==> config.mk <==
export PLATFORM = sky130hd
export DESIGN_NAME = spy_bus_top
export DESIGN_NICKNAME = d
export VERILOG_FILES = /design/src/hdl/spy_pkg.sv /design/src/hdl/spy_bus_top.sv /design/src/hdl/spy_read_mux.sv /design/src/hdl/core_status_flags.sv /design/src/hdl/core_state_capture.sv /design/src/hdl/spy_host_port.sv
export SDC_FILE = /design/constraint.sdc
export NUM_CORES = 1
export LEC_CHECK = 0
export BUFFER_PORTS_ARGS = -buffer_cell sky130_fd_sc_hd__buf_4
export CAP_MARGIN = 20
export CORE_UTILIZATION = 25
export CTS_BUF_LIST = sky130_fd_sc_hd__clkbuf_4 sky130_fd_sc_hd__clkbuf_8
export DETAILED_ROUTE_END_ITERATION = 16
export PLACE_DENSITY = 0.54
export SKIP_LAST_GASP = 1
export SLEW_MARGIN = 20
export SYNTH_ARGS = -nofsm -noshare
export SYNTH_HDL_FRONTEND = slang
export SYNTH_SLANG_ARGS = --single-unit
==> constraint.sdc <==
create_clock -name clk -period 2.8 [get_ports clk]
set_input_delay 0.28 -clock clk [delete_from_list [all_inputs] [get_ports clk]]
set_output_delay 0.28 -clock clk [all_outputs]
set_load 0.03 [all_outputs]
==> src/hdl/spy_pkg.sv <==
package spy_pkg;

   // ----------------------------------------------------------
   // read selectors
   // ----------------------------------------------------------

   typedef enum logic [4:0] {
      IRH      = 5'd0,   // ir[47:32]
      IRM      = 5'd1,
      IRL      = 5'd2,
      OBH      = 5'd3,   // latched output bus
      OBL      = 5'd4,
      OBH_LIVE = 5'd5,   // output bus as it is now
      OBL_LIVE = 5'd6,
      DISK     = 5'd7,
      BD       = 5'd8,
      AH       = 5'd9,
      AL       = 5'd10,
      MH       = 5'd11,
      ML       = 5'd12,
      MDH      = 5'd13,
      MDL      = 5'd14,
      VMAH     = 5'd15,
      VMAL     = 5'd16,
      FLAG2    = 5'd17,
      OPC      = 5'd18,
      FLAG1    = 5'd19,
      PC       = 5'd20,
      SCRATCH  = 5'd21
   } spy_sel_e;           // codes 22..31 read back as all ones

   typedef logic [15:0] spy_word_t;

   // ----------------------------------------------------------
   // processor state seen by the spy bus
   // ----------------------------------------------------------

   typedef struct packed {
      logic [48:0] ir;
      logic [31:0] ob;
      logic [31:0] a;
      logic [31:0] m;
      logic [31:0] md;
      logic [31:0] vma;
      logic [13:0] pc;
      logic [13:0] opc;
      logic [15:0] scratch;
      logic [4:0]  disk_state;
      logic [11:0] bd_state;
   } core_state_t;

   typedef struct packed {
      logic boot;
      logic err;          // raw error level, not yet sticky
      logic destspc;
      logic imod;
      logic iwrited;
      logic jcond;
      logic nop;
      logic pcs0;
      logic pcs1;
      logic pdlwrite;
      logic promdisable;
      logic spush;
      logic srun;
      logic ssdone;
      logic stathalt;
      logic vmaok;
      logic waiting;
      logic wmap;
   } core_flags_t;

   // ----------------------------------------------------------
   // host port payloads
   // ----------------------------------------------------------

   typedef struct packed {
      spy_sel_e   sel;
      logic [2:0] tag;    // chosen by host, echoed back
   } spy_req_t;

   typedef struct packed {
      spy_word_t  data;
      logic [2:0] tag;
   } spy_rsp_t;

endpackage
==> src/hdl/spy_bus_top.sv <==
`timescale 1ns/1ns

module spy_bus_top
   import spy_pkg::*;
#(
   parameter int REQ_DEPTH = 2
) (
   input  logic        clk,
   input  logic        reset,
   input  logic        req_valid,
   input  spy_req_t    req,
   input  logic        rsp_credit,
   input  logic        state_write,
   input  core_state_t core_in,
   input  core_flags_t flags_in,
   output logic        req_credit,
   output logic        rsp_valid,
   output spy_rsp_t    rsp
);

   spy_sel_e    issue_sel;
   logic        issue;
   spy_word_t   read_word;
   core_state_t snap;
   logic [31:0] ob_last;
   spy_word_t   flag1_word;
   spy_word_t   flag2_word;

   // ----------------------------------------------------------
   // host side
   // ----------------------------------------------------------

   spy_host_port #(
      .REQ_DEPTH (REQ_DEPTH)
   ) port0 (
      .clk        (clk),
      .reset      (reset),
      .req_valid  (req_valid),
      .req        (req),
      .rsp_credit (rsp_credit),
      .read_word  (read_word),
      .req_credit (req_credit),
      .rsp_valid  (rsp_valid),
      .rsp        (rsp),
      .issue_sel  (issue_sel),
      .issue      (issue)
   );

   // ----------------------------------------------------------
   // state capture and readout
   // ----------------------------------------------------------

   core_state_capture capture0 (
      .clk         (clk),
      .reset       (reset),
      .state_write (state_write),
      .core_in     (core_in),
      .snap        (snap),
      .ob_last     (ob_last)
   );

   core_status_flags flags0 (
      .clk        (clk),
      .reset      (reset),
      .flags_in   (flags_in),
      .ir_top     (core_in.ir[48]),   // shown in flag 2
      .issue      (issue),
      .issue_sel  (issue_sel),
      .flag1_word (flag1_word),
      .flag2_word (flag2_word)
   );

   spy_read_mux mux0 (
      .issue_sel  (issue_sel),
      .snap       (snap),
      .ob_last    (ob_last),
      .flag1_word (flag1_word),
      .flag2_word (flag2_word),
      .read_word  (read_word)
   );

endmodule

==> src/hdl/spy_read_mux.sv <==
`timescale 1ns/1ns

module spy_read_mux
   import spy_pkg::*;
(
   input  spy_sel_e    issue_sel,
   input  core_state_t snap,
   input  logic [31:0] ob_last,
   input  spy_word_t   flag1_word,
   input  spy_word_t   flag2_word,
   output spy_word_t   read_word
);

   // ----------------------------------------------------------
   // selector decode
   // ----------------------------------------------------------

   always_comb begin
      case (issue_sel)
         IRH:      read_word = snap.ir[47:32];   // ir[48] is in flag 2
         IRM:      read_word = snap.ir[31:16];
         IRL:      read_word = snap.ir[15:0];
         OBH:      read_word = ob_last[31:16];
         OBL:      read_word = ob_last[15:0];
         OBH_LIVE: read_word = snap.ob[31:16];
         OBL_LIVE: read_word = snap.ob[15:0];
         DISK:     read_word = {11'b0, snap.disk_state};
         BD:       read_word = {4'b0, snap.bd_state};
         AH:       read_word = snap.a[31:16];
         AL:       read_word = snap.a[15:0];
         MH:       read_word = snap.m[31:16];
         ML:       read_word = snap.m[15:0];
         MDH:      read_word = snap.md[31:16];
         MDL:      read_word = snap.md[15:0];
         VMAH:     read_word = snap.vma[31:16];
         VMAL:     read_word = snap.vma[15:0];
         FLAG2:    read_word = flag2_word;
         OPC:      read_word = {2'b0, snap.opc};
         FLAG1:    read_word = flag1_word;
         PC:       read_word = {2'b0, snap.pc};
         SCRATCH:  read_word = snap.scratch;
         default:  read_word = 16'hffff;         // unknown selector
      endcase
   end

endmodule

==> src/hdl/core_status_flags.sv <==
`timescale 1ns/1ns

module core_status_flags
   import spy_pkg::*;
(
   input  logic        clk,
   input  logic        reset,
   input  core_flags_t flags_in,
   input  logic        ir_top,
   input  logic        issue,
   input  spy_sel_e    issue_sel,
   output spy_word_t   flag1_word,
   output spy_word_t   flag2_word
);

   logic err_sticky;
   logic halt_sticky;
   logic flag1_read;

   assign flag1_read = issue && (issue_sel == FLAG1);

   // ----------------------------------------------------------
   // sticky error and halt
   // ----------------------------------------------------------

   // a new set in the clearing cycle wins over the clear
   always_ff @(posedge clk) begin
      if (reset) begin
         err_sticky  <= 1'b0;
         halt_sticky <= 1'b0;
      end else begin
         if (flags_in.err) begin
            err_sticky <= 1'b1;
         end else if (flag1_read) begin
            err_sticky <= 1'b0;
         end
         if (flags_in.stathalt) begin
            halt_sticky <= 1'b1;
         end else if (flag1_read) begin
            halt_sticky <= 1'b0;
         end
      end
   end

   // ----------------------------------------------------------
   // packed flag words
   // ----------------------------------------------------------

   assign flag1_word = {flags_in.waiting, 1'b0, flags_in.boot, flags_in.promdisable,
                        halt_sticky, err_sticky, flags_in.ssdone, flags_in.srun,
                        8'h00};                              // low byte unused

   assign flag2_word = {2'b00, flags_in.wmap, flags_in.destspc, flags_in.iwrited,
                        flags_in.imod, flags_in.pdlwrite, flags_in.spush,
                        2'b00, ir_top, flags_in.nop, flags_in.vmaok,
                        flags_in.jcond, flags_in.pcs1, flags_in.pcs0};

endmodule

==> src/hdl/core_state_capture.sv <==
`timescale 1ns/1ns

module core_state_capture
   import spy_pkg::*;
(
   input  logic        clk,
   input  logic        reset,
   input  logic        state_write,
   input  core_state_t core_in,
   output core_state_t snap,
   output logic [31:0] ob_last
);

   // ----------------------------------------------------------
   // output bus latch
   // ----------------------------------------------------------

   // ob as it was on the last state write, for OBH/OBL
   always_ff @(posedge clk) begin
      if (reset) begin
         ob_last <= '0;
      end else if (state_write) begin
         ob_last <= core_in.ob;
      end
   end

   // ----------------------------------------------------------
   // datapath bundle
   // ----------------------------------------------------------

   always_comb begin
      snap            = '0;
      snap.ir         = core_in.ir;
      snap.ob         = core_in.ob;           // live value, OBx_LIVE
      snap.a          = core_in.a;
      snap.m          = core_in.m;
      snap.md         = core_in.md;
      snap.vma        = core_in.vma;
      snap.pc         = core_in.pc;
      snap.opc        = core_in.opc;
      snap.scratch    = core_in.scratch;
      snap.disk_state = core_in.disk_state;   // widened later in the mux
      snap.bd_state   = core_in.bd_state;
   end

endmodule

==> src/hdl/spy_host_port.sv <==
`timescale 1ns/1ns

module spy_host_port
   import spy_pkg::*;
#(
   parameter int REQ_DEPTH = 2
) (
   input  logic      clk,
   input  logic      reset,
   input  logic      req_valid,
   input  spy_req_t  req,
   input  logic      rsp_credit,
   input  spy_word_t read_word,
   output logic      req_credit,
   output logic      rsp_valid,
   output spy_rsp_t  rsp,
   output spy_sel_e  issue_sel,
   output logic      issue
);

   localparam int PTR_W  = (REQ_DEPTH > 1) ? $clog2(REQ_DEPTH) : 1;
   localparam int CNT_W  = $clog2(REQ_DEPTH + 1);
   localparam int CRED_W = 8;              // host never holds more than 255 slots

   spy_req_t          queue [REQ_DEPTH];   // circular request store
   logic [PTR_W-1:0]  wr_ptr;
   logic [PTR_W-1:0]  rd_ptr;
   logic [CNT_W-1:0]  q_count;             // requests waiting
   logic [CRED_W-1:0] rsp_cred;            // responses the host can take
   spy_req_t          head;

   function automatic logic [PTR_W-1:0] next_ptr(input logic [PTR_W-1:0] p);
      if (p == PTR_W'(REQ_DEPTH - 1)) begin
         return '0;
      end
      return p + 1'b1;
   endfunction

   // ----------------------------------------------------------
   // request queue
   // ----------------------------------------------------------

   // host only sends while it holds a credit, so a push never overflows
   always_ff @(posedge clk) begin
      if (req_valid) begin
         queue[wr_ptr] <= req;
      end
   end

   assign head      = queue[rd_ptr];
   assign issue_sel = head.sel;            // mux looks at the head directly

   // issue needs something queued and room on the host side
   assign issue = (q_count != '0) && (rsp_cred != '0);

   always_ff @(posedge clk) begin
      if (reset) begin
         wr_ptr   <= '0;
         rd_ptr   <= '0;
         q_count  <= '0;
         rsp_cred <= '0;
      end else begin
         if (req_valid) begin
            wr_ptr <= next_ptr(wr_ptr);
         end
         if (issue) begin
            rd_ptr <= next_ptr(rd_ptr);
         end
         q_count  <= q_count + CNT_W'(req_valid) - CNT_W'(issue);
         rsp_cred <= rsp_cred + CRED_W'(rsp_credit) - CRED_W'(issue);
      end
   end

   // ----------------------------------------------------------
   // response issue
   // ----------------------------------------------------------

   always_ff @(posedge clk) begin
      if (reset) begin
         rsp_valid  <= 1'b0;
         req_credit <= 1'b0;
      end else begin
         rsp_valid  <= issue;
         req_credit <= issue;              // queue slot frees as the response leaves
      end
   end

   // word is sampled in the issue cycle, so it shows live state
   always_ff @(posedge clk) begin
      if (issue) begin
         rsp <= '{data: read_word, tag: head.tag};
      end
   end

endmodule

==> results.json, run 1 <==
{
  "yosys.area.top_type": "edfxtp_1",
  "drv_slew": 0,
  "end_kind": "flop",
  "fp.dieH_um": 158,
  "setup_viol": 0,
  "fin_crit_sh_pct": 97.0,
  "track_usage_pct": 26.9,
  "multi_input_area_um2": 3800,
  "criticalPathCategory": "reg -> reg",
  "wire_per_inst_um": 25.7,
  "pre_cts_slack_ps": 42.0,
  "worst_path_max_delay_cell": "a222oi_1",
  "syn-num-nets": 1019,
  "yosys.area_share.simple_pct": 21.9,
  "p_leak_nw": 3.94,
  "cts_buffers": 9,
  "ys_top_cells_by_area": "edfxtp_1, dfxtp_1, mux2i_1",
  "worst_slack_ps": 84.8,
  "final_nets": 1353,
  "synthCells": 706,
  "vdd_drop_max_uv": 495,
  "dpl.hpwl_um": 27900,
  "first_iter_violations": 808,
  "drc": 0,
  "fin_total_pwr_w": 0.00533,
  "overflow": 0,
  "path_cells": "and3_1 -> or2_4 -> a22o_1 -> a222oi_1 -> nand4_1",
  "slew_headroom_pct": 40.0,
  "dr.pass1.iters": 6,
  "synth_seq_cells": 83,
  "skew_ps": 18.2,
  "crit_path_max_fanout": 31,
  "seq_area_um2": 2010,
  "cp-start-kind": "flop",
  "synth_seq_area_share_pct": 33.0,
  "reg2reg_slack_ps": 80,
  "status": "finished, final reports clean",
  "synthFlopType": "dfxtp_1",
  "htreeDepth": 3,
  "drv_cap": 0,
  "hold_path.class": "in -> reg",
  "yosysTopAreaCellShare_pct": 17.2,
  "layout_min_cycle_time_ps": 2720,
  "dpl_cell_area_um2": 9110,
  "grt_max_degree": 49,
  "start_util_pct": 25.8,
  "synthAdderAreaFrac_pct": 2.58,
  "finalHoldViolations": 0,
  "avgViaCountPerCell": 5.55,
  "fmax_mhz": 368,
  "ctsHoldBuffers": 0,
  "synth_top_family_by_area": "compound AO/OA/AOI/OAI gates",
  "p_per_area_nw_per_um2": 569,
  "clk_path_buf_depth": 2,
  "yosys_warnings": 0,
  "synth_area_per_cell_um2": 8.64,
  "synth_xor_area_share_pct": 0.862,
  "ios": 322,
  "ant_nets": 0,
  "buffer_ports.inserted": 321,
  "utilization_pct": 39.5,
  "first_global_vias": 7428,
  "post-route-cell-area_um2": 9350,
  "final_common_cell": "buf_4",
  "drive_gt1_share_pct": 40.7,
  "syn_area_um2": 6100,
  "cp.required_ps": 2900,
  "die_x_um": 158,
  "core-area_um2": 23700,
  "area_growth_pct": 53.3,
  "muxShareOfSynthArea_pct": 8.35,
  "antennaDiodeCount": 0,
  "async_flop_share_pct": 0,
  "antenna_found_initial": 0,
  "clkLatencyLatePin_ps": 390,
  "final_cell_mix": "buf_4, nor2_1, nand3_1, a22oi_1, dfxtp_1",
  "grt_pass1_wl_um": 47900,
  "synth_cell_types": 80,
  "fin_setup_tns_ps": 0,
  "worstMarginPinSlew_ps": 901,
  "row_count": 56,
  "wl_um": 35100,
  "dieArea_um2": 25000,
  "clock-sinks": 83,
  "root_buffer": "clkbuf_8",
  "clkSlewWorstSetupHoldPaths_ps": 100,
  "rsz0062_at_grt": "true",
  "vias": 7571,
  "filler_cell_count": 2482,
  "gp_congestion": 0.942,
  "max_stage_delay_ps": 630,
  "arrival_ps": 2820,
  "cts_tree": "yes",
  "synth_compound_area_share_pct": 28.1,
  "synth_edf_count": 35
}
metrics by stage:
step | instances | hold WS (ps)
floorplan | 706 | 379
global placement | 1346 | 468
detailed placement | 1346 | 471
CTS | 1362 | 52.0
global route | 1364 | 56.1
finish | 1364 | 71.0
synthesized netlist by cell type (5+ instances only):
| cell | instances |
|---|---|
| and2_1 | 7 |
| a22o_1 | 22 |
| a21oi_1 | 43 |
| nor3_1 | 14 |
| nand4_1 | 10 |
| ha_1 | 11 |
| nor4_1 | 7 |
| inv_1 | 14 |
| nand3_1 | 67 |
| nand2_1 | 20 |
| o22ai_1 | 26 |
| buf_2 | 21 |
| o22a_1 | 5 |
| nor2b_1 | 8 |
| mux2i_1 | 45 |
| edfxtp_1 | 35 |
| a32o_1 | 6 |
| clkbuf_1 | 22 |
| dfxtp_1 | 48 |
| nand2b_1 | 10 |
| a222oi_1 | 17 |
| a221oi_1 | 5 |
| nor2_1 | 77 |
| o21ai_0 | 13 |
| buf_1 | 6 |
| a22oi_1 | 52 |
critical path, delay by kind of cell (launching register included):
kind	cells	cell delay, ps
compound gates	2	940
flops	1	600
simple gates	3	860
sequential cells by signal (all words and copies together) (netlist names), named ones only:
register	cells
port0.wr_ptr	1
flags0.halt_sticky	1
port0.rd_ptr	1
capture0.ob_last	32
port0.rsp	19
port0.req_credit	1
port0.q_count	2
port0.queue	16
flags0.err_sticky	1
port0.rsp_cred	8
what timing repair did:
item | CTS | global route
resized for setup | 0 | 6
setup endpoints to repair | 0 | 4
setup buffers | 0 | 2
kinds of logic (layout without fill, tap and decap cells):
family          after synthesis  after routing
xor+xnor                      6              6
mux                          50             50
simple gates                256            256
fa+ha+maj                    12             12
buf+inv                      70            409
flops                        83             83
compound gates              229            229
final timing paths:
check / from / endpoint / cells after the start
max: port0.queue[1][3]$_DFFE_PP_ / port0.rsp[10]$_DFFE_PP_ / 5
min: req[0] / port0.queue[1][0]$_DFFE_PP_ / 1
max reg2reg: port0.queue[1][3]$_DFFE_PP_ / port0.rsp[10]$_DFFE_PP_ / 5
min reg2reg: flags0.err_sticky$_SDFFE_PP0P_ / flags0.err_sticky$_SDFFE_PP0P_ / 2
power breakdown:
group / total, W / switching, W / internal, W
sequential: 0.00162 / 0.000121 / 0.00149
combinational: 0.00275 / 0.00156 / 0.00119
clock: 0.000962 / 0.000534 / 0.000428
total: 0.00533 / 0.00222 / 0.00311
area by class of cell:
type	count	area share, %
clock buffer	9	1.32
sequential	83	21.5
timing repair buffer	379	30.8
inverter	14	0.562
clock inverter	7	0.896
multi-input combinational	553	40.6
tap	319	4.27
per-layer routing:
metal,up-vias,part of all wire (%),global-route usage [%],wire (um)
li1,3440,-,-,-
met1,3631,41,34.1,14500
met4,0,3.0,10.2,1040
met3,69,9.2,5.83,3240
met5,-,0,0,0
met2,431,46,44.4,16300
Power figures use the tool's default switching activity.
==> inputs of run 2 (changes only) <==
--- a/config.mk
+++ b/config.mk
@@ -7,10 +7,12 @@
 export LEC_CHECK = 0
 export BUFFER_PORTS_ARGS = -buffer_cell sky130_fd_sc_hd__buf_4
 export CAP_MARGIN = 20
+export CELL_PAD_IN_SITES_DETAIL_PLACEMENT = 0
+export CELL_PAD_IN_SITES_GLOBAL_PLACEMENT = 1
 export CORE_UTILIZATION = 25
 export CTS_BUF_LIST = sky130_fd_sc_hd__clkbuf_4 sky130_fd_sc_hd__clkbuf_8
 export DETAILED_ROUTE_END_ITERATION = 16
-export PLACE_DENSITY = 0.54
+export PLACE_DENSITY = 0.7
 export SKIP_LAST_GASP = 1
 export SLEW_MARGIN = 20
 export SYNTH_ARGS = -nofsm -noshare
==> results.json, run 2 (synthesis results as in run 1) <==
{
  "dr.pass1.iters": 6,
  "wl_met1_um": 14200,
  "p_per_area_nw_per_um2": 582,
  "dpl.hpwl_um": 27400,
  "largest_register_ffs": 32,
  "skew_ps": 24.7,
  "highest_layer": "met4",
  "worstMarginPinSlew_ps": 766,
  "cts_tree": "yes",
  "drive_gt1_share_pct": 41.2,
  "timing.rr.end": "port0.rsp[14]$_DFFE_PP_",
  "first_global_vias": 7495,
  "track_usage_pct": 26.8,
  "hold_path.class": "in -> reg",
  "start_util_pct": 25.8,
  "ios": 322,
  "htreeDepth": 3,
  "area_growth_pct": 54.6,
  "top_register": "capture0.ob_last",
  "p_clk_share_pct": 19.0,
  "final_common_cell": "buf_4",
  "largestRegisters": "capture0.ob_last: 32 flops, port0.rsp: 19 flops, port0.queue: 16 flops",
  "holdCritStartpoint": "req[0]",
  "ctsHoldBuffers": 0,
  "antennaDiodeCount": 0,
  "core-area_um2": 23700,
  "avgViaCountPerCell": 5.62,
  "final_cell_mix": "buf_4, nor2_1, nand3_1, a22oi_1, dfxtp_1",
  "drc": 0,
  "cp.required_ps": 3040,
  "met2WireLength_um": 16300,
  "layout_min_cycle_time_ps": 2620,
  "fmax_mhz": 381,
  "fin_crit_sh_pct": 93.6,
  "buffer_ports.inserted": 321,
  "first_iter_violations": 823,
  "clkLatencyLatePin_ps": 400,
  "root_buffer": "clkbuf_8",
  "arrival_ps": 2860,
  "vias": 7692,
  "switching_share_pct": 41.0,
  "seqPwrFrac_pct": 29.3,
  "grt_max_degree": 49,
  "ant_nets": 0,
  "crit_path_max_fanout": 11,
  "wl_um": 34900,
  "p_comb_share_pct": 51.6,
  "wire_per_inst_um": 25.5,
  "end_kind": "flop",
  "gp_congestion": 0.943,
  "clkSlewWorstSetupHoldPaths_ps": 100,
  "final_nets": 1357,
  "grt_pass1_wl_um": 47700,
  "p_int_w": 0.00324,
  "path_cells": "or3b_2 -> and2_1 -> nor2_1 -> a222oi_1 -> o2111a_1 -> nand3_1",
  "filler_cell_count": 2482,
  "dp_cells": 1345,
  "min_path_cells": 1,
  "stdcell_count": 1368,
  "post-route-cell-area_um2": 9430,
  "setup_viol": 0,
  "hold_end": "port0.queue[1][0]$_DFFE_PP_",
  "drv_cap": 0,
  "overflow": 0,
  "criticalPathCategory": "reg -> reg",
  "dieArea_um2": 25000,
  "p_sw_w": 0.00225,
  "cts_buffers": 9,
  "finalHoldViolations": 0,
  "reg2reg_slack_ps": 180,
  "fp.dieH_um": 158,
  "cp-start-kind": "flop",
  "die_x_um": 158,
  "dpl_cell_area_um2": 9120,
  "max_stage_delay_ps": 610,
  "drv_slew": 0,
  "rr_startpoint": "port0.queue[0][3]$_DFFE_PP_",
  "slew_headroom_pct": 48.8,
  "clk_path_buf_depth": 2,
  "clock-sinks": 83,
  "antenna_found_initial": 0,
  "status": "finished, final reports clean",
  "row_count": 56,
  "worst-r2r-cell-count": 6,
  "worst_path_max_delay_cell": "edfxtp_1",
  "fin_total_pwr_w": 0.00548,
  "wl_met3_um": 3600,
  "p_leak_nw": 3.98,
  "vdd_drop_max_uv": 393
}
[run 2: worst max path at each step]
stage	startpoint	to	slack (ps)	depth (start not counted)
after floorplan	port0.rsp_cred[2]$_SDFF_PP0_	port0.rsp_cred[6]$_SDFF_PP0_	310	16
after global placement	port0.rsp_cred[2]$_SDFF_PP0_	port0.rsp_cred[6]$_SDFF_PP0_	130	16
after detailed placement	port0.rsp_cred[4]$_SDFF_PP0_	port0.rsp_cred[6]$_SDFF_PP0_	10	16
after CTS	port0.rsp_cred[4]$_SDFF_PP0_	port0.rsp_cred[6]$_SDFF_PP0_	20	16
after global routing	port0.rsp_cred[4]$_SDFF_PP0_	port0.rsp_cred[7]$_SDFF_PP0_	-6	14
final	port0.queue[0][3]$_DFFE_PP_	port0.rsp[14]$_DFFE_PP_	180	6
[run 2: final cells by class]
| class | instances | area (um2) | area share (%) |
|---|---|---|---|
| clock buffer | 9 | 124 | 1.31 |
| tap | 319 | 399 | 4.23 |
| timing repair buffer | 383 | 2930 | 31.0 |
| clock inverter | 7 | 106 | 1.13 |
| sequential | 83 | 2010 | 21.4 |
| inverter | 14 | 52.6 | 0.557 |
| multi-input combinational | 553 | 3810 | 40.4 |
[run 2: power groups by stage]
| stage | sequential (W) | clock [W] | combinational (W) |
|---|---|---|---|
| after floorplan | 0.00173 | 0 | 0.00141 |
| after global placement | 0.00163 | 0 | 0.00266 |
| after detailed placement | 0.00163 | 0 | 0.00268 |
| after CTS | 0.00160 | 0.00106 | 0.00269 |
| after global routing | 0.00163 | 0.00110 | 0.00301 |
| final | 0.00161 | 0.00104 | 0.00283 |
[run 2: timing repair]
item / 4_1_cts / 5_1_grt
hold endpoints to repair: 0 / 0
pin swaps: 1 / 4
buffers inserted: 1 / 6
resized for setup: 0 / 9
setup endpoints to repair: 1 / 5
[run 2: per-layer routing]
layer  vias up  global-route usage [%]
met4         0                    8.20
met1      3716                    33.7
li1       3448                       -
met5         -                       0
met3        55                    7.47
met2       473                    44.2
[run 2: critical path, delay by kind of cell (launching register included)]
family	cells	cell delay (ps)
compound gates	2	480
flops	1	610
simple gates	4	1390
[run 2: per-stage QoR]
step / setup TNS [ps] / utilization [%] / hold slack (ps) / worst slack (ps)
floorplan: 0 / - / 379 / 310
global placement: 0 / 38.5 / 469 / 134
detailed placement: 0 / 38.5 / 468 / 11.3
CTS: 0 / 39.5 / 58.6 / 16.3
global route: -6.34 / 39.8 / 50.3 / -6.34
finish: 0 / 39.8 / 71.6 / 178
